$ cat config.mk
export PLATFORM = sky130hd
export DESIGN_NAME = gpu_regfile
export DESIGN_NICKNAME = d
export VERILOG_FILES = /design/src/common/gpu_pkg.sv /design/src/core/gpu_regfile.sv
export SDC_FILE = /design/constraint.sdc
export NUM_CORES = 1
export LEC_CHECK = 0
export BUFFER_PORTS_ARGS = -buffer_cell sky130_fd_sc_hd__buf_2
export CAP_MARGIN = 20
export CORE_MARGIN = 10
export CORE_UTILIZATION = 60
export CTS_BUF_LIST = sky130_fd_sc_hd__clkbuf_16
export DETAILED_ROUTE_END_ITERATION = 8
export PLACE_DENSITY = 0.82
export REMOVE_ABC_BUFFERS = 1
export SLEW_MARGIN = 20
export SYNTH_ARGS = -nofsm -noshare
export SYNTH_HDL_FRONTEND = slang
export SYNTH_SLANG_ARGS = --single-unit
$ cat constraint.sdc
create_clock -name clk -period 7.35 [get_ports clk]
set_input_delay 1.47 -clock clk [delete_from_list [all_inputs] [get_ports clk]]
set_output_delay 1.47 -clock clk [all_outputs]
set_load 0.02 [all_outputs]
$ cat src/common/gpu_pkg.sv
package gpu_pkg;

  // ====================
  // Data and index types
  // ====================

  typedef logic [63:0]        word_t;
  typedef logic signed [15:0] lane_t;
  typedef logic [31:0]        instr_t;
  typedef logic [2:0]         reg_idx_t;
  typedef logic [9:0]         tid_t;

  localparam int NUM_LANES = 4;
  localparam int NUM_REGS  = 8;

  // Codes not listed here decode as NOP
  typedef enum logic [3:0] {
    NOP    = 4'h0,
    LI     = 4'h1,
    LD     = 4'h2,
    ST     = 4'h3,
    ADD    = 4'h4,
    SUB    = 4'h5,
    RELU   = 4'h7,
    SETTID = 4'h8,
    INCTID = 4'h9,
    BLT    = 4'hA,
    JMP    = 4'hE,
    HALT   = 4'hF
  } opcode_t;

  typedef enum logic [1:0] {
    BASE_A = 2'd0,
    BASE_B = 2'd1,
    BASE_C = 2'd2
  } base_sel_t;

  // ====================
  // Instruction fields
  // ====================

  localparam int OP_HI   = 31;
  localparam int OP_LO   = 28;
  localparam int RD_HI   = 27;
  localparam int RD_LO   = 25;
  localparam int RS1_HI  = 24;
  localparam int RS1_LO  = 22;
  localparam int RS2_HI  = 21;
  localparam int RS2_LO  = 19;
  localparam int BSEL_HI = 18;
  localparam int BSEL_LO = 17;
  localparam int IMM_HI  = 15;
  localparam int IMM_LO  = 0;

  localparam instr_t INSTR_NOP = '0;

endpackage

$ cat src/core/gpu_regfile.sv
`timescale 1ns/1ps

module gpu_regfile (
  input  logic               clk,
  input  logic               rst,
  input  gpu_pkg::reg_idx_t  rs1_idx,
  input  gpu_pkg::reg_idx_t  rs2_idx,
  input  logic               rf_we,
  input  gpu_pkg::reg_idx_t  rf_waddr,
  input  gpu_pkg::word_t     rf_wdata,
  output gpu_pkg::word_t     rs1_data,
  output gpu_pkg::word_t     rs2_data
);
  import gpu_pkg::*;

  word_t regs [NUM_REGS];

  always_ff @(posedge clk) begin
    if (rst) begin
      for (int i = 0; i < NUM_REGS; i++) begin
        regs[i] <= '0;
      end
    end else if (rf_we && rf_waddr != '0) begin
      regs[rf_waddr] <= rf_wdata;
    end
  end

  // r0 is hardwired to zero
  assign rs1_data = (rs1_idx == '0) ? '0 : regs[rs1_idx];
  assign rs2_data = (rs2_idx == '0) ? '0 : regs[rs2_idx];

endmodule

Word-level counts from Yosys, hierarchy flattened
Memories as Yosys holds them, arrays and structs flattened.
Cells that the tools add are included.
- word-level logic and storage cells: 16
- output and inout bits: 128
- memories kept: 1
- input bits: 76
- RAM bits: 512
- bits in registers: 0
- memory list (name ; depth ; width ; rd ports ; clocked after Yosys merged registers in ; write ports ; line ; source):
    regs ; 8 ; 64 ; 2 ; 0 ; 8 ; gpu_regfile.sv:16 ; word_t regs [NUM_REGS];
- multiplexer cells: 10
- reductions and logical operators: 5
- operator list (kind ; count):
    $mux W64 ; 3
    $reduce_or A64 Y1 ; 1
    $logic_not A3 Y1 ; 2
    $mux W1 ; 6
    $mux W3 ; 1
    $reduce_bool A3 Y1 ; 1
    $logic_and A1 B1 Y1 ; 1

Depth between registers and ports, before layout
Gate-level depths: netlist of run 1.
- depth in word-level cells: 7
- depth in mapped cells: 7

Worst setup path after synthesis of run 1
Ideal clock, no wire load.
- path type: input port to output port
- from: in rs2_idx[1]
- to: out rs2_data[0]
- data arrival time: 2.769 ns
- required time: 5.880 ns
- stages: 6
- path slack: 3.111 ns
- cells stage by stage: buf_4 > buf_6 > buf_12 > buf_8 > mux2i_1 > a221oi_1
- longest elaborated chain between the ends: 2
- elaborated cells on any way between the ends: 3
- those cells by class: mux: 1; reduce/logical: 1; memory: 1
- RTL lines (item ; line ; source):
    start, declared ; gpu_regfile.sv:7 ; input gpu_pkg::reg_idx_t rs2_idx,
    $mem_v2 Z8 W64 / $logic_not A3 Y1 (equally long branches) ; n/a ;
    $mux W64 (*) ; gpu_regfile.sv:30 ; assign rs2_data = (rs2_idx == '0) ? '0 : regs[rs2_idx];
    end, declared ; gpu_regfile.sv:12 ; output gpu_pkg::word_t rs2_data
Every way passes the cells marked *; elsewhere a longest branch is shown, timed or not.

Worst setup path after layout of run 1
- from: in rs2_idx[0]
- to: out rs2_data[0]
Same word-level chain as after synthesis.

==> impl_metrics.yaml, run 1 <==
run_status:
  status: "completed"
power_and_ir_drop:
  peakVddDrop_mv: 0.1779
  pwr-share-clk: 0.354
  p_leak_uw: 0.01030
  swShare: 0.2599
  power_frac_comb: 0.148
  power_density_nw_per_um2: 227.8
  p_int_uw: 4562
  power_frac_seq: 0.498
  p_switching_uw: 1602
clock_network:
  path_clk_slew_ns: 0.06
  root_buffer: "clkbuf_16"
  ctsResizeCount: 0
  clock_path_buffers: 3
  cts_tree: "done"
  holdBufCountCts: 0
  post_cts_buffers: 0
  h-tree-depth: 2
  cts_made_buffers: 45
  cts_sinks: 448
route:
  wl_per_cell_um: 28.26
  routed_wl_um: 68650
  drc: 0
  postRouteAntennaNets: 0
  vias: 16290
  via_per_inst: 6.707
  drtIter0Drc: 1737
  drt_pass1_iterations: 6
sta:
  setup_ws_ns: 1.628
  period_needed_ns: 5.722
  finalMaxSlewViolations: 0
  fmax_mhz: 174.8
  finalSetupViolCount: 0
  finalCritPeriodShare: 0.7785
  rsz0062_at_grt: "false"
  setup_tns_ns: 0
  tightest_slew_ns: 1.026
  hold_viol: 0
  relSlewSlack: 0.3158
floorplanning:
  row_count: 74
  num_io_pins: 204
  fp.dieH_um: 222.7
  die_area_um2: 49580
  die_w_um: 222.7
  initial_core_util: 0.6049
  core_um2: 40740
grt:
  first_global_vias: 16950
  grt_first_pass_wirelength_um: 102400
  grt_remaining_overflow: 0
  grtUsageTotal: 0.2653
  antenna_found_initial: 8
  grt_max_degree: 101
logic_synthesis:
  synthCells: 1738
  synth-seq-cells: 448
  syn-cell-area_um2: 24640
  synth.avg_cell_area_um2: 14.18
  ys_top_cells_by_area: "edfxtp_1 (55%), and2_1 (11%), mux2i_1 (10%), a221oi_2 (6.1%), a221oi_1 (5.2%)"
  async_flop_share: 0
  synth_edf_count: 448
  yosysMostFrequentCell: "and2_1"
  ys_seq_area_frac: 0.5460
  yosys_warnings: 0
  synthDistinctLibCells: 31
  ys_top_cells_by_count: "and2_1 (450), edfxtp_1 (448), mux2i_1 (248), a221oi_1 (146), a221oi_2 (100)"
  yosys.area.top_type_share: 0.5460
  synthFlopType: "edfxtp_1"
  synth_largest_area_cell: "edfxtp_1"
cells_and_area:
  syn2layout_area_growth_pct: 9.810
  layout.nets: 1932
  instances_no_fill: 2429
  top_register: "regs"
  largest_reg_flops: 448
  drive_above_1_share: 0.2880
  reg_top3: "regs (448)"
worst_setup_path:
  cp_data_arrival_time_ns: 4.25
  path_max_fanout: 64
  path_buf_inv: 3
  crit_required_ns: 5.88
  startpoint_type: "primary input"
  crit_path_top_delay_cell: "nor2b_4"
  worst_setup_path_end_kind: "primary output"
  cpPeakStageDelay_ns: 0.66
  critPathKind: "in -> out"
  path_cells: "buf_4, nor2b_4, buf_4, a221oi_1, a221oi_1, buf_2"
  crit_family: "buffers and inverters"
worst_hold_path:
  min_path_type: "in -> reg"
placed_design:
  dp.cells: 2338
  dp_hpwl_um: 38160
  portBuffers: 203
  dpl_worst_slack_ns: 1.746
  gp_congestion: 0.7755
run:
  max-cap-violations: 0
cell usage in the layout (no fill, tap or decap), drive strengths merged, types with 12 or more instances in the layout:
| master | count |
|---|---|
| and2 | 450 |
| edfxtp | 448 |
| mux2i | 248 |
| a221oi | 246 |
| buf | 236 |
| mux2 | 128 |
| clkbuf | 45 |
| clkinv | 23 |
| nor2b | 12 |
cell families after synthesis:
family | Yosys count | synth area share
AOI/OAI and AO/OA | 265 | 0.1189
DFF | 448 | 0.5460
buffers and inverters | 166 | 0.04565
muxes | 376 | 0.1662
and+or+nand+nor | 483 | 0.1232
path summary, 6_finish.rpt:
check,cells past startpoint,slack [ns],from,to
min,2,1.26,rf_wdata[63],regs[3][63]
max,6,1.63,rs2_idx[0],rs2_data[0]
metrics by stage:
step	hold WS, ns	area [µm²]	power, µW	util
after CTS	1.243	26960	6163	0.6619
after global routing	1.267	27050	6348	0.6641
after detailed placement	1.819	25590	4019	0.6281
after floorplan	1.668	23520	3607	-
after global placement	1.813	25560	3985	0.6274
final	1.265	27060	6164	0.6642
routing by layer:
layer | wire, µm | global-route usage | vias up
met3 | 5834 | 0.04319 | 125
li1 | - | - | 6994
met4 | 1613 | 0.09024 | 0
met1 | 27210 | 0.3405 | 8272
met2 | 34000 | 0.4480 | 901
met5 | 0 | 0 | -
power by group through the flow:
| stage | Combinational, µW | Clock, µW | Sequential (µW) |
|---|---|---|---|
| finish | 914 | 2180 | 3070 |
| floorplan | 520 | 0 | 3090 |
| CTS | 906 | 2190 | 3070 |
| global route | 963 | 2300 | 3080 |
| global placement | 884 | 0 | 3100 |
| detailed placement | 901 | 0 | 3120 |
final cells by class:
cell class	count	area, µm²
Antenna cell	8	20.02
Clock buffer	45	1126
Clock inverter	35	250.2
Fill cell	2894	13680
Inverter	1	3.754
Multi-Input combinational cell	1124	10150
Sequential cell	448	13450
Tap cell	532	665.6
Timing Repair Buffer	236	1391
No activity file was read; power rests on OpenSTA's default activity.
==> inputs of run 2 (changes only) <==
--- a/config.mk
+++ b/config.mk
@@ -5,13 +5,14 @@
 export SDC_FILE = /design/constraint.sdc
 export NUM_CORES = 1
 export LEC_CHECK = 0
+export ABC_AREA = 1
 export BUFFER_PORTS_ARGS = -buffer_cell sky130_fd_sc_hd__buf_2
 export CAP_MARGIN = 20
 export CORE_MARGIN = 10
-export CORE_UTILIZATION = 60
+export CORE_UTILIZATION = 56
 export CTS_BUF_LIST = sky130_fd_sc_hd__clkbuf_16
 export DETAILED_ROUTE_END_ITERATION = 8
-export PLACE_DENSITY = 0.82
+export PLACE_DENSITY = 0.8
 export REMOVE_ABC_BUFFERS = 1
 export SLEW_MARGIN = 20
 export SYNTH_ARGS = -nofsm -noshare
==> constraint.sdc (replaced) <==
create_clock -name clk -period 4.75 [get_ports clk]
set_input_delay 0.95 -clock clk [delete_from_list [all_inputs] [get_ports clk]]
set_output_delay 0.95 -clock clk [all_outputs]
set_load 0.02 [all_outputs]
==> run 2 against run 1 <==
Total power grew 89%. Die area grew 27%. Via count grew 61%. Largest cell class unchanged.
==> impl_metrics.yaml, run 2 <==
run_status:
  status: "completed"
logic_synthesis:
  ys_top_cells_by_count: "nand2_1 (1234), inv_1 (583), edfxtp_1 (512), nor2_1 (466), nand3_1 (360)"
  yosys.area.top_type_share: 0.5144
  synth_largest_area_cell: "edfxtp_1"
  synthFlopType: "edfxtp_1"
  synth.avg_cell_area_um2: 7.893
  synth-seq-cells: 512
  async_flop_share: 0
  synthCells: 3787
  synth_edf_count: 512
  synthDistinctLibCells: 20
  syn-cell-area_um2: 29890
  ys_seq_area_frac: 0.5144
  yosys_warnings: 0
  ys_top_cells_by_area: "edfxtp_1 (51%), nand2_1 (15%), inv_1 (7.3%), nand3_1 (6.0%), nor2_1 (5.9%)"
  yosysMostFrequentCell: "nand2_1"
placed_design:
  gp_congestion: 0.8310
  portBuffers: 203
  dp_hpwl_um: 48820
  post_dp_cell_area_um2: 31320
  dp.cells: 4526
  dpl_worst_slack_ns: 0.8676
sta:
  relSlewSlack: 0.2142
  finalSetupViolCount: 0
  fmax_mhz: 253.9
  hold_viol: 0
  setup_ws_ns: 0.8113
  rsz0062_at_grt: "false"
  tightest_slew_ns: 1.179
  finalCritPeriodShare: 0.8292
  setup_tns_ns: 0
  period_needed_ns: 3.939
  finalMaxSlewViolations: 0
route:
  wl_met2_um: 43570
  drt_pass1_iterations: 7
  wl_per_cell_um: 19.48
  drt-met1-wl_um: 33300
  vias: 26200
  wl_met3_um: 9998
  drc: 0
  routed_wl_um: 90160
  postRouteAntennaNets: 0
  drtIter0Drc: 3298
  via_per_inst: 5.662
  highest_layer: "met4"
grt:
  grt_remaining_overflow: 0
  antenna_found_initial: 1
  grt_first_pass_wirelength_um: 139600
  grtUsageTotal: 0.2777
  first_global_vias: 25220
  grt_max_degree: 150
floorplanning:
  fp.dieH_um: 251.0
  die_w_um: 251.0
  num_io_pins: 204
  core_um2: 52660
  row_count: 84
  initial_core_util: 0.5677
  die_area_um2: 63020
run:
  max-cap-violations: 0
worst_setup_path:
  worst_setup_path_end_kind: "primary output"
  cp_data_arrival_time_ns: 2.99
  critPathKind: "in -> out"
  crit_required_ns: 3.80
  path_max_fanout: 78
  startpoint_type: "primary input"
  crit_end: "rs2_data[47]"
  startpoint: "rs2_idx[1]"
worst_hold_path:
  min_path_type: "in -> reg"
cells_and_area:
  reg_top3: "regs (512)"
  fin_area_um2: 33160
  instances_no_fill: 4627
  layout_commonest_cell: "nand2_1"
  syn2layout_area_growth_pct: 10.94
  layout.nets: 3970
  drive_above_1_share: 0.1064
  largest_reg_flops: 512
  layout_common_cells: "nand2_1 (1225), inv_1 (595), edfxtp_1 (512)"
  fill_cells: 4346
  top_register: "regs"
clock_network:
  ctsResizeCount: 0
  cts_made_buffers: 54
  path_clk_slew_ns: 0.06
  root_buffer: "clkbuf_16"
  clock_path_buffers: 3
  h-tree-depth: 2
  cts_sinks: 512
  holdBufCountCts: 0
  post_cts_buffers: 0
  cts_tree: "done"
power_and_ir_drop:
  power_density_nw_per_um2: 352.1
  p_leak_uw: 0.01592
  peakVddDrop_mv: 0.2641
  total_power_uw: 11680
## run 2: critical path: stages
cell	delay, ns
buf_6	0.25
inv_4	0.16
buf_4	0.82
o211ai_1	0.20
nand2_1	0.14
nand2_1	0.06
nand2_1	0.15
buf_2	0.19
## run 2: metal layers
metal,vias to the layer above,track usage
li1,12220,-
met1,12130,0.3427
met2,1614,0.4714
met3,237,0.05041
met4,0,0.1184
met5,-,0
## run 2: report_power, final
part           total, µW  leakage (µW)  internal, µW  switching, µW
logic               1860        0.0100           515           1340
registers           5390       0.00492          5270            113
clock network       4430      0.000959          2640           1790
total              11700        0.0159          8430           3250
## run 2: layout make-up
cell class | instances | area [µm²] | area share
Sequential cell | 512 | 15370 | 0.4636
Multi-Input combinational cell | 2485 | 11250 | 0.3394
Inverter | 585 | 2208 | 0.06659
Timing Repair Buffer | 256 | 1624 | 0.04897
Clock buffer | 57 | 1426 | 0.04301
Tap cell | 688 | 860.8 | 0.02596
Clock inverter | 43 | 410.4 | 0.01238
Antenna cell | 1 | 2.502 | 0.00007546
## run 2: logic make-up (layout without fill, tap and decap cells)
kind of cell           count (synthesis)  in the layout  synth area share
AND/OR/NAND/NOR                     2194           2194            0.3000
flip-flops                           512            512            0.5144
buffers and inverters                853            941            0.1203
other                                  1             65         0.0001255
AO/OA/AOI/OAI                        227            227           0.06526
## run 2: how the worst min path moves through the flow
stage,startpoint,endpoint,slack (ns),cells after the start
2_1_floorplan,rst,regs[0][0],1.06,0
3_3_place_gp,rf_wdata[36],regs[4][36],1.34,3
3_5_place_dp,rf_wdata[36],regs[1][36],1.35,3
4_1_cts,rf_wdata[36],regs[1][36],0.71,3
5_1_grt,rf_wdata[36],regs[7][36],0.74,3
6_report,rf_wdata[36],regs[1][36],0.73,3
## run 2: stage by stage
step	utilization	hold slack, ns
4_1_cts	0.6297	0.7119
6_report	0.6298	0.7298
3_5_place_dp	0.5949	1.351
2_1_floorplan	-	1.063
5_1_grt	0.6298	0.7387
3_3_place_gp	0.5949	1.344
