===== src/common/gpu_pkg.sv =====
package gpu_pkg;

  // ====================
  // Data and index types
  // ====================

  typedef logic [63:0]        word_t;
  typedef logic signed [15:0] lane_t;
  typedef logic [31:0]        instr_t;
  typedef logic [2:0]         reg_idx_t;
  typedef logic [9:0]         tid_t;

  localparam int NUM_LANES = 4;
  localparam int NUM_REGS  = 8;

  // Codes not listed here decode as NOP
  typedef enum logic [3:0] {
    NOP    = 4'h0,
    LI     = 4'h1,
    LD     = 4'h2,
    ST     = 4'h3,
    ADD    = 4'h4,
    SUB    = 4'h5,
    RELU   = 4'h7,
    SETTID = 4'h8,
    INCTID = 4'h9,
    BLT    = 4'hA,
    JMP    = 4'hE,
    HALT   = 4'hF
  } opcode_t;

  typedef enum logic [1:0] {
    BASE_A = 2'd0,
    BASE_B = 2'd1,
    BASE_C = 2'd2
  } base_sel_t;

  // ====================
  // Instruction fields
  // ====================

  localparam int OP_HI   = 31;
  localparam int OP_LO   = 28;
  localparam int RD_HI   = 27;
  localparam int RD_LO   = 25;
  localparam int RS1_HI  = 24;
  localparam int RS1_LO  = 22;
  localparam int RS2_HI  = 21;
  localparam int RS2_LO  = 19;
  localparam int BSEL_HI = 18;
  localparam int BSEL_LO = 17;
  localparam int IMM_HI  = 15;
  localparam int IMM_LO  = 0;

  localparam instr_t INSTR_NOP = '0;

endpackage


===== src/core/gpu_exec.sv =====
`timescale 1ns/1ps

module gpu_exec #(
  parameter int IMEM_AW = 8,
  parameter int DMEM_AW = 10
) (
  input  logic                clk,
  input  logic                rst,
  input  logic                run,
  input  gpu_pkg::tid_t       n_words,
  input  logic [DMEM_AW-1:0]  a_base,
  input  logic [DMEM_AW-1:0]  b_base,
  input  logic [DMEM_AW-1:0]  c_base,
  input  gpu_pkg::instr_t     instr,
  input  gpu_pkg::word_t      rs1_data,
  input  gpu_pkg::word_t      rs2_data,
  input  gpu_pkg::word_t      core_rdata,
  output logic                done,
  output logic                advance,
  output logic                redirect,
  output logic [IMEM_AW-1:0]  redirect_pc,
  output gpu_pkg::reg_idx_t   rs1_idx,
  output gpu_pkg::reg_idx_t   rs2_idx,
  output logic                rf_we,
  output gpu_pkg::reg_idx_t   rf_waddr,
  output gpu_pkg::word_t      rf_wdata,
  output logic                core_we,
  output logic [DMEM_AW-1:0]  core_addr,
  output gpu_pkg::word_t      core_wdata
);
  import gpu_pkg::*;

  localparam int LANE_W = $bits(lane_t);

  typedef enum logic [1:0] {
    S_EXEC,
    S_LD_WAIT,
    S_HALT
  } state_t;

  state_t                 state;
  tid_t                   tid;
  reg_idx_t               ld_dst;

  opcode_t                op;
  reg_idx_t               rd;
  base_sel_t              bsel;
  logic [IMM_HI:IMM_LO]   imm;
  logic signed [15:0]     imm_s;
  logic [DMEM_AW-1:0]     base_addr;
  logic                   active;
  logic                   taken;
  word_t                  alu_y;

  // ====================
  // Decode
  // ====================

  assign op      = opcode_t'(instr[OP_HI:OP_LO]);
  assign rd      = instr[RD_HI:RD_LO];
  assign rs1_idx = instr[RS1_HI:RS1_LO];
  assign rs2_idx = instr[RS2_HI:RS2_LO];
  assign bsel    = base_sel_t'(instr[BSEL_HI:BSEL_LO]);
  assign imm     = instr[IMM_HI:IMM_LO];
  assign imm_s   = signed'(imm);

  assign active = run && (state == S_EXEC);
  assign taken  = active && ((op == BLT && tid < n_words) || op == JMP);

  assign redirect    = taken;
  assign redirect_pc = IMEM_AW'(imm);
  // Load wait finishes even with run low
  assign advance     = (state == S_LD_WAIT) || (active && !taken && op != LD);
  assign done        = (state == S_HALT);

  // ====================
  // Address and store
  // ====================

  always_comb begin
    case (bsel)
      BASE_A:  base_addr = a_base;
      BASE_B:  base_addr = b_base;
      default: base_addr = c_base;
    endcase
  end

  assign core_addr  = base_addr + DMEM_AW'(tid) + DMEM_AW'(imm_s);
  assign core_we    = active && (op == ST);
  assign core_wdata = rs2_data;

  // ====================
  // Lane ALU
  // ====================

  always_comb begin : lane_alu
    lane_t a_l;
    lane_t b_l;
    alu_y = '0;
    for (int i = 0; i < NUM_LANES; i++) begin
      a_l = rs1_data[i*LANE_W +: LANE_W];
      b_l = rs2_data[i*LANE_W +: LANE_W];
      case (op)
        ADD:     alu_y[i*LANE_W +: LANE_W] = a_l + b_l;
        SUB:     alu_y[i*LANE_W +: LANE_W] = a_l - b_l;
        // relu, only selected for RELU below
        default: alu_y[i*LANE_W +: LANE_W] = a_l[LANE_W-1] ? '0 : a_l;
      endcase
    end
  end

  always_comb begin
    rf_we    = 1'b0;
    rf_waddr = rd;
    rf_wdata = alu_y;
    if (state == S_LD_WAIT) begin
      rf_we    = 1'b1;
      rf_waddr = ld_dst;
      rf_wdata = core_rdata;
    end else if (active) begin
      case (op)
        LI: begin
          rf_we    = 1'b1;
          rf_wdata = word_t'(imm);
        end
        ADD, SUB, RELU: rf_we = 1'b1;
        default:        rf_we = 1'b0;
      endcase
    end
  end

  // ====================
  // Control state
  // ====================

  always_ff @(posedge clk) begin
    if (rst) begin
      state <= S_EXEC;
      tid   <= '0;
    end else begin
      case (state)
        S_EXEC: begin
          if (active) begin
            case (op)
              LD:      state <= S_LD_WAIT;
              HALT:    state <= S_HALT;
              SETTID:  tid <= tid_t'(imm);
              INCTID:  tid <= tid + 1'b1;
              default: state <= S_EXEC;
            endcase
          end
        end
        S_LD_WAIT: state <= S_EXEC;
        default:   state <= S_HALT;
      endcase
    end
  end

  always_ff @(posedge clk) begin
    if (active && op == LD) begin
      ld_dst <= rd;
    end
  end

  // The load word stays on instr through its wait, so no store goes out
  a_ld_wait: assert property (
    @(posedge clk) disable iff (rst)
    (state == S_LD_WAIT) |-> (op == LD && !core_we)
  );

endmodule


===== config.mk =====
export PLATFORM = sky130hd
export DESIGN_NAME = gpu_exec
export DESIGN_NICKNAME = d
export VERILOG_FILES = /design/src/common/gpu_pkg.sv /design/src/core/gpu_exec.sv
export SDC_FILE = /design/constraint.sdc
export NUM_CORES = 1
export LEC_CHECK = 0
export BUFFER_PORTS_ARGS = -buffer_cell sky130_fd_sc_hd__buf_2
export CORE_AREA = 2 2 165 167
export CTS_CLUSTER_SIZE = 14
export DETAILED_ROUTE_END_ITERATION = 12
export DIE_AREA = 0 0 167 169
export PLACE_DENSITY = 0.64
export SLEW_MARGIN = 20
export SYNTH_ARGS = -nofsm -noshare
export SYNTH_HDL_FRONTEND = slang
export SYNTH_SLANG_ARGS = --single-unit

===== constraint.sdc =====
create_clock -name clk -period 8.75 [get_ports clk]
set_clock_uncertainty 0.1 [all_clocks]
set_input_delay 1.3125 -clock clk [delete_from_list [all_inputs] [get_ports clk]]
set_output_delay 1.3125 -clock clk [all_outputs]
set_load 0.02 [all_outputs]

Word level (Yosys, flattened, before mapping)
Index checks and enable logic that the tools add are counted.
{ "totals": {"register_bits": 15, "in_bits": 267, "output_inout_bits": 160, "elab_cells": 69} }
{ "classes": {"addsub": 11, "order_cmp": 1, "n_eq_ne": 17, "muxes": 20, "n_reduce_logical": 17} }
{ "ops": {"columns": ["cell", "count"], "rows": [
  ["$mux 64", 3],
  ["$pmux 16 s2", 4],
  ["$add 16x16->16", 4],
  ["$sub 16x16->16", 4],
  ["$mux 15", 4],
  ["$pmux 10 s2", 2],
  ["$add 10x10->10", 2],
  ["$eq 4x4->1 const B", 5],
  ["$eq 4x3->1 const B", 3],
  ["$add 10x1->10 const B", 1],
  ["$lt 10x10->1", 1],
  ["$eq 4x2->1 const B", 2],
  ["$logic_and 1x1->1", 7],
  ["$pmux 2 s3", 1],
  ["$eq 2x1->1 const B", 2],
  ["$eq 4x1->1 const B", 1],
  ["$logic_not 2->1", 2],
  ["$ne 2x2->1 const B", 2],
  ["$ne 4x2->1 const B", 1],
  ["$pmux 2 s2", 1],
  ["$reduce_or 4->1", 1],
  ["$mux 1", 3],
  ["$mux 3", 1],
  ["$reduce_and 3->1", 1],
  ["other kinds (7)", 8]
]} }

Logic depth before layout (Yosys ltp)
Gate-level depths: netlist of the first run.
{ "logic_depth": {"ltp_word": 8, "depth_mapped": 15, "depth_no_buf": 15} }

Worst setup path before layout of the first run
Ideal clock, no wire load.
{ "synth_timing": {"kind": "input-to-output", "from": "input instr[29]", "to": "output rf_wdata[11]", "arrival_time_ps": 4484, "t_required_ps": 7338, "path_slack_ps": 2854, "path_stages": 14, "n_path_buf": 3, "cell_sequence": "clkbuf_1 > nand2b_1 > nor2_1 > clkbuf_1 > clkbuf_1 > nor2_1 > xnor2_1 > ha_1 > a21oi_1 > o22ai_1 > a31o_2 > a41oi_1 > xor2_1 > a221oi_1"} }
{ "synth_between": {"elab_chain_cells": 5, "word_cells_on_any_way": 7, "cone_classes": "eq/ne (3); mux (4)"} }
{ "synth_rtl": {"columns": ["element", "line", "rtl"], "rows": [
  ["start: declaration", "gpu_exec.sv:14", "input gpu_pkg::instr_t instr,"],
  ["$eq 4x3->1", "gpu_exec.sv:103", "case (op)"],
  ["$pmux 16 s2", "gpu_exec.sv:103", null],
  ["$mux 64", "gpu_exec.sv:121", "case (op)"],
  ["$mux 64 (*)", "gpu_exec.sv:120", "end else if (active) begin"],
  ["$mux 64 (*)", "gpu_exec.sv:116", "if (state == S_LD_WAIT) begin"],
  ["end: declaration", "gpu_exec.sv:26", "output gpu_pkg::word_t rf_wdata,"]
]} }
Mark *: on every way between the ends. The rest lies on a longest branch, timed or not.

Final worst setup path of the first run
{ "layout_timing": {"from": "input instr[28]", "to": "output rf_wdata[15]"} }
The elaborated chain is that of the path after synthesis.

==> impl_metrics.json, run 1 <==
{
  "r2r_cells": 5,
  "antenna_found_initial": 1,
  "fin_nets": 1833,
  "vias": 9591,
  "fin_tns_setup_ns": 0,
  "hold_buffers": 0,
  "synth-seq-cells": 15,
  "dieArea_sq_um": 28220,
  "path_class": "primary input to output pin",
  "fmax_mhz": 156.1,
  "setup_viol": 0,
  "ant_nets": 0,
  "coreArea_sq_um": 26500,
  "max-vdd-ir-drop_mv": 0.08281,
  "hpwl_um": 26710,
  "worstSetupEndpointType": "output pin",
  "synth-main-ff-cell": "dfxtp_1",
  "cp_num_buf_inv": 2,
  "grt_use_total_pct": 20.81,
  "drt_pass1_iterations": 8,
  "wl_per_cell_um": 17.66,
  "min_to": "tid[8]",
  "fin_hold_ws_ns": 0.4500,
  "finalMaxSlewViolations": 0,
  "drcViolationCount": 0,
  "wl_um": 31970,
  "syn-instance-count": 1164,
  "areaGrowthSynthToFinish_pct": 24.65,
  "total_power_uw": 885.6,
  "cap_violations": 0,
  "clockRootBuffer": "clkbuf_16",
  "cts_tree": "done",
  "rows": 60,
  "required_ns": 7.34,
  "post-route-min-period_ns": 6.405,
  "instances_no_fill": 1811,
  "crit_chain": "buf_2 -> nor2b_1 -> nand2_1 -> nand2_1 -> xor2_1 -> ha_1 -> a21oi_1 -> o22ai_1 -> a31o_2 -> a41oi_1 -> o21ai_1 -> xnor2_1 -> o211ai_1 -> buf_2",
  "cp.arrival_ns": 4.99,
  "postCtsSetupBuffers": 0,
  "first_iter_violations": 567,
  "min_from": "tid[8]",
  "cts.reportedPaths.clkPinSlew_ns": 0.05,
  "p_leak_uw": 0.004903,
  "p_per_area_nw_per_um2": 90.47,
  "clock-sinks": 15,
  "r2r_end": "tid[4]",
  "rrSetupSlack_ns": 6.79,
  "worst_pin_slew_ns": 0.8720,
  "crit_path_start_kind": "primary input",
  "grt_max_degree": 75,
  "viasPerCell": 5.296,
  "dieWidth_um": 167,
  "hold_violations": 0,
  "grt_pass1_vias": 8872,
  "htreeDepth": 1,
  "synth-seq-area-share_pct": 4.207,
  "dp_cells": 1806,
  "holdPathStages": 2,
  "worst_skew_pair.late_latency_ns": 0.25,
  "die_h_um": 169,
  "pin_count": 427,
  "fin_area_sq_um": 9788,
  "dpl_cell_area_sq_um": 9706,
  "cts_buffers": 3,
  "synth_edf_count": 3,
  "initial_core_util_pct": 29.63,
  "rsz0062_at_grt": "no",
  "synth_nets": 1527,
  "synth_area_sq_um": 7853,
  "status": "complete, no violations",
  "cpPeakStageDelay_ns": 0.56,
  "cp_slowest_cell": "nand2_1",
  "slew-limit-headroom_pct": 41.73,
  "routabilityCongestion": 0.9667,
  "drive_gt1_share_pct": 30.50,
  "ys_warn_count": 0,
  "post_cts_resized": 0,
  "grt_pass1_wl_um": 47140,
  "crit_fanout": 17,
  "portBuffers": 413,
  "hp-class": "flip-flop to flip-flop",
  "rr_startpoint": "state[1]",
  "synthArstFlopShare_pct": 0,
  "syn_avg_cell_area_sq_um": 6.746,
  "grt-ovfl-total": 0,
  "crit_family": "compound AO/OA/AOI/OAI gates",
  "min_period_over_period_pct": 73.20,
  "synth.distinct_cells": 70,
  "max-clock-path-buffers": 2
}
-- layout make-up --
class,count,area (sq um)
diodes,1,2.502
clock buffers,3,75.07
clock inverters,1,5.005
fillers,2878,16710
inverters,78,292.8
multi-input cells,946,6491
flip-flops and latches,15,330.3
well taps,341,426.7
repair buffers,426,2165
-- routing by layer --
metal / routed length [um] / track usage [%] / vias to the layer above
li1: - / - / 4695
met2: 15730 / 38.61 / 429
met4: 750 / 5.660 / 0
met3: 2201 / 2.993 / 45
met5: 0 / 0 / -
met1: 13290 / 24.94 / 4422
-- flip-flops by register name, summed over array words and instances, names as in the netlist --
register	cells
tid	10
ld_dst	3
state	2
-- tightest hold or removal path, delay by kind of cell (launching register included) --
family / cells / cell delay, ns
and+or+nand+nor: 1 / 0.08
DFF: 1 / 0.37
AOI/OAI and AO/OA: 1 / 0.05
-- power by group --
part	internal (uW)	total (uW)	switching, uW
logic	289	720	432
clock network	61.1	91.0	29.9
registers	72.0	74.2	2.17
-- kinds of logic (layout without fill, tap and decap cells) --
logic type      after synthesis  after routing  synth area share [%]
flops                        15             15                 4.207
simple gates                354            354                 21.56
compound gates              365            365                 29.32
mux                          12             12                 1.530
xor+xnor                    119            119                 13.27
fa+ha+maj                    96             96                 16.63
other cells                   0              1                     0
buf+inv                     203            508                 13.48
-- per-stage QoR --
stage,util (%),worst slack (ns)
final,36.94,2.345
after global routing,36.94,2.104
after CTS,36.93,2.341
after detailed placement,36.62,2.365
after global placement,36.62,2.426
after floorplan,-,2.854
-- worst max-delay path by stage --
stage | slack, ns | depth (start not counted) | from | endpoint
after floorplan | 2.85 | 14 | instr[29] | rf_wdata[11]
after global placement | 2.43 | 14 | instr[28] | rf_wdata[31]
after detailed placement | 2.37 | 14 | instr[28] | rf_wdata[31]
after CTS | 2.34 | 14 | instr[28] | rf_wdata[31]
after global routing | 2.10 | 14 | instr[28] | rf_wdata[15]
final | 2.35 | 14 | instr[28] | rf_wdata[15]
-- cells in the mapped netlist (5+ instances only) --
cell / instances / area share, %
a221o_1: 6 / 0.76
nand2b_1: 22 / 1.8
buf_1: 5 / 0.24
xor2_1: 41 / 4.6
nand4_1: 5 / 0.40
o22ai_1: 6 / 0.48
nor2b_1: 12 / 0.96
o21a_1: 11 / 1.1
o21bai_1: 5 / 0.48
inv_1: 78 / 3.7
or3_1: 5 / 0.40
nand3_1: 26 / 1.7
nor4_1: 5 / 0.40
o211ai_1: 9 / 0.86
a22oi_1: 14 / 1.3
o21ai_0: 76 / 4.8
clkbuf_1: 39 / 1.9
nor2_1: 101 / 4.8
a221oi_1: 7 / 0.78
a211oi_1: 8 / 0.76
mux2i_1: 12 / 1.5
buf_4: 78 / 7.5
o31ai_1: 14 / 1.3
nand2_1: 110 / 5.3
a21oi_1: 114 / 7.3
a21o_1: 24 / 2.3
o21ai_1: 16 / 1.0
fa_1: 14 / 3.6
a31oi_1: 18 / 1.4
xnor2_1: 78 / 8.7
and3_1: 7 / 0.56
ha_1: 82 / 13
nor3b_1: 12 / 1.1
nor3_1: 27 / 1.7
o221ai_1: 10 / 1.1
dfxtp_1: 12 / 3.1
nand3b_1: 6 / 0.57
-- placed cells by master (no fill, tap or decap), types with 4 or more instances in the layout --
cell / synthesis / final
a211oi_1: 8 / 8
a21o_1: 24 / 24
a21oi_1: 114 / 114
a221o_1: 6 / 6
a221oi_1: 7 / 7
a22oi_1: 14 / 14
a311oi_1: 4 / 4
a31oi_1: 18 / 18
and3_1: 7 / 7
buf_2: 3 / 413
buf_4: 78 / 13
dfxtp_1: 12 / 12
fa_1: 14 / 14
ha_1: 82 / 82
inv_1: 78 / 78
mux2i_1: 12 / 12
nand2_1: 110 / 110
nand2b_1: 22 / 21
nand3_1: 26 / 26
nand3b_1: 6 / 6
nand4_1: 5 / 5
nor2_1: 101 / 98
nor2b_1: 12 / 11
nor3_1: 27 / 27
nor3b_1: 12 / 12
nor4_1: 5 / 5
o211ai_1: 9 / 9
o21a_1: 11 / 11
o21ai_0: 76 / 76
o21ai_1: 16 / 16
o21bai_1: 5 / 5
o221ai_1: 10 / 10
o22ai_1: 6 / 6
o31ai_1: 14 / 14
or3_1: 5 / 5
xnor2_1: 78 / 78
xor2_1: 41 / 41
No activity file was read; power rests on OpenSTA's default activity.
==> run 2: changes to the inputs <==
PLACE_DENSITY = 0.66   (was 0.64)
clock period = 5.87 ns   (was 8.75 ns; I/O delays follow)
==> impl_metrics.json, run 2 (synthesis gave the netlist of run 1 again) <==
{
  "status": "complete, no violations",
  "reg_top3": "tid (10), ld_dst (3), state (2)",
  "drcViolationCount": 0,
  "worst_pin_slew_ns": 0.9375,
  "pin_count": 427,
  "dieWidth_um": 167,
  "cap_violations": 0,
  "post-route-min-period_ns": 5.345,
  "largest_reg_flops": 10,
  "routabilityCongestion": 0.9231,
  "rsz0062_at_grt": "no",
  "grt_max_degree": 50,
  "drt_pass1_iterations": 5,
  "grt_use_total_pct": 20.89,
  "grt_pass1_wl_um": 47410,
  "grt-ovfl-total": 0,
  "first_iter_violations": 652,
  "wl_um": 31750,
  "cts.reportedPaths.clkPinSlew_ns": 0.06,
  "path_class": "primary input to output pin",
  "postCtsSetupBuffers": 0,
  "cts_buffers": 3,
  "fin_hold_ws_ns": 0.4487,
  "hp-class": "flip-flop to flip-flop",
  "p_per_area_nw_per_um2": 134.2,
  "antenna_found_initial": 0,
  "multi_input_area_sq_um": 6491,
  "fmax_mhz": 187.1,
  "crit_path_start_kind": "primary input",
  "mostFrequentLayoutCell": "buf_2",
  "slew-limit-headroom_pct": 37.37,
  "hpwl_um": 26480,
  "ant_nets": 0,
  "min_period_over_period_pct": 91.06,
  "layout_common_cells": "413 x buf_2, 114 x a21oi_1, 110 x nand2_1",
  "htreeDepth": 1,
  "viasPerCell": 5.312,
  "top_register": "tid",
  "dieArea_sq_um": 28220,
  "cts_tree": "done",
  "initial_core_util_pct": 29.63,
  "fin_nets": 1836,
  "drive_gt1_share_pct": 30.64,
  "portBuffers": 413,
  "final_util_pct": 37.06,
  "post_cts_resized": 0,
  "max-vdd-ir-drop_mv": 0.1132,
  "clock-sinks": 15,
  "worstSetupEndpointType": "output pin",
  "finalMaxSlewViolations": 0,
  "antenna-diode-count": 0,
  "vias": 9631,
  "hold_violations": 0,
  "grt_pass1_vias": 8902,
  "fill_cells": 2827,
  "setup_viol": 0,
  "coreArea_sq_um": 26500,
  "ff_latch_area_sq_um": 330.3,
  "worst_skew_pair.late_latency_ns": 0.25,
  "rows": 60,
  "hold_buffers": 0,
  "fin_tns_setup_ns": 0,
  "cp.arrival_ns": 4.36,
  "p_leak_uw": 0.004922,
  "wl_per_cell_um": 17.51,
  "max-clock-path-buffers": 2,
  "clockRootBuffer": "clkbuf_16",
  "die_h_um": 169,
  "required_ns": 4.89,
  "areaGrowthSynthToFinish_pct": 25.08,
  "crit_fanout": 13
}
-- run 2: cell types whose count changed in the layout (fill, tap and decap cells not counted) --
cell and change:
clkinv_2 -1, inv_4 +1, diode_2 -1, buf_12 +1, buf_4 +2
-- run 2: where the power goes --
group          switching [uW]  internal [uW]
sequential               3.38            107
clock                    47.1           92.2
combinational             637            431
-- run 2: metrics by stage --
step                      instance area (sq um)  std cells  total power, uW  worst slack, ns
final                                      9822       1813             1318           0.5248
after global routing                       9822       1813             1430           0.3245
after CTS                                  9822       1813             1317           0.6145
after detailed placement                   9741       1809             1174           0.6096
after global placement                     9741       1809             1160           0.6395
after floorplan                            7853       1164            853.1           0.8379
-- run 2: critical path, cell delays in order --
cell and delay, ns:
buf_2 0.25, nand2b_1 0.19, nor2_4 0.47, buf_4 0.29, nor2_1 0.08, xnor2_1 0.14
ha_1 0.32, nand3_1 0.09, nand2_1 0.05, a31o_2 0.24, a31oi_1 0.39, o21ai_0 0.20
xnor2_1 0.17, o21ai_0 0.34, buf_2 0.24
-- run 2: path summary, 6_finish.rpt --
path	start	slack, ns	to	cells after the start
hold / removal	tid[8]	0.45	tid[8]	2
setup reg to reg	state[1]	3.88	tid[4]	5
hold reg to reg	tid[8]	0.45	tid[8]	2
setup / recovery	instr[28]	0.52	rf_wdata[61]	15
-- run 2: per-layer routing --
metal  GRT usage (%)  vias to the layer above  routed length (um)
met5               0                        -                   0
met4           5.510                        0                 762
met3           3.133                       49                2565
met2           37.14                      448               15280
met1           26.31                     4441               13150
li1                -                     4693                   -
-- run 2: layout make-up --
| cell class | instances | share of cell area, % |
|---|---|---|
| multi-input cells | 946 | 66.09 |
| repair buffers | 429 | 22.39 |
| well taps | 341 | 4.344 |
| flip-flops and latches | 15 | 3.363 |
| inverters | 78 | 2.981 |
| clock buffers | 3 | 0.7643 |
| clock inverters | 1 | 0.06369 |
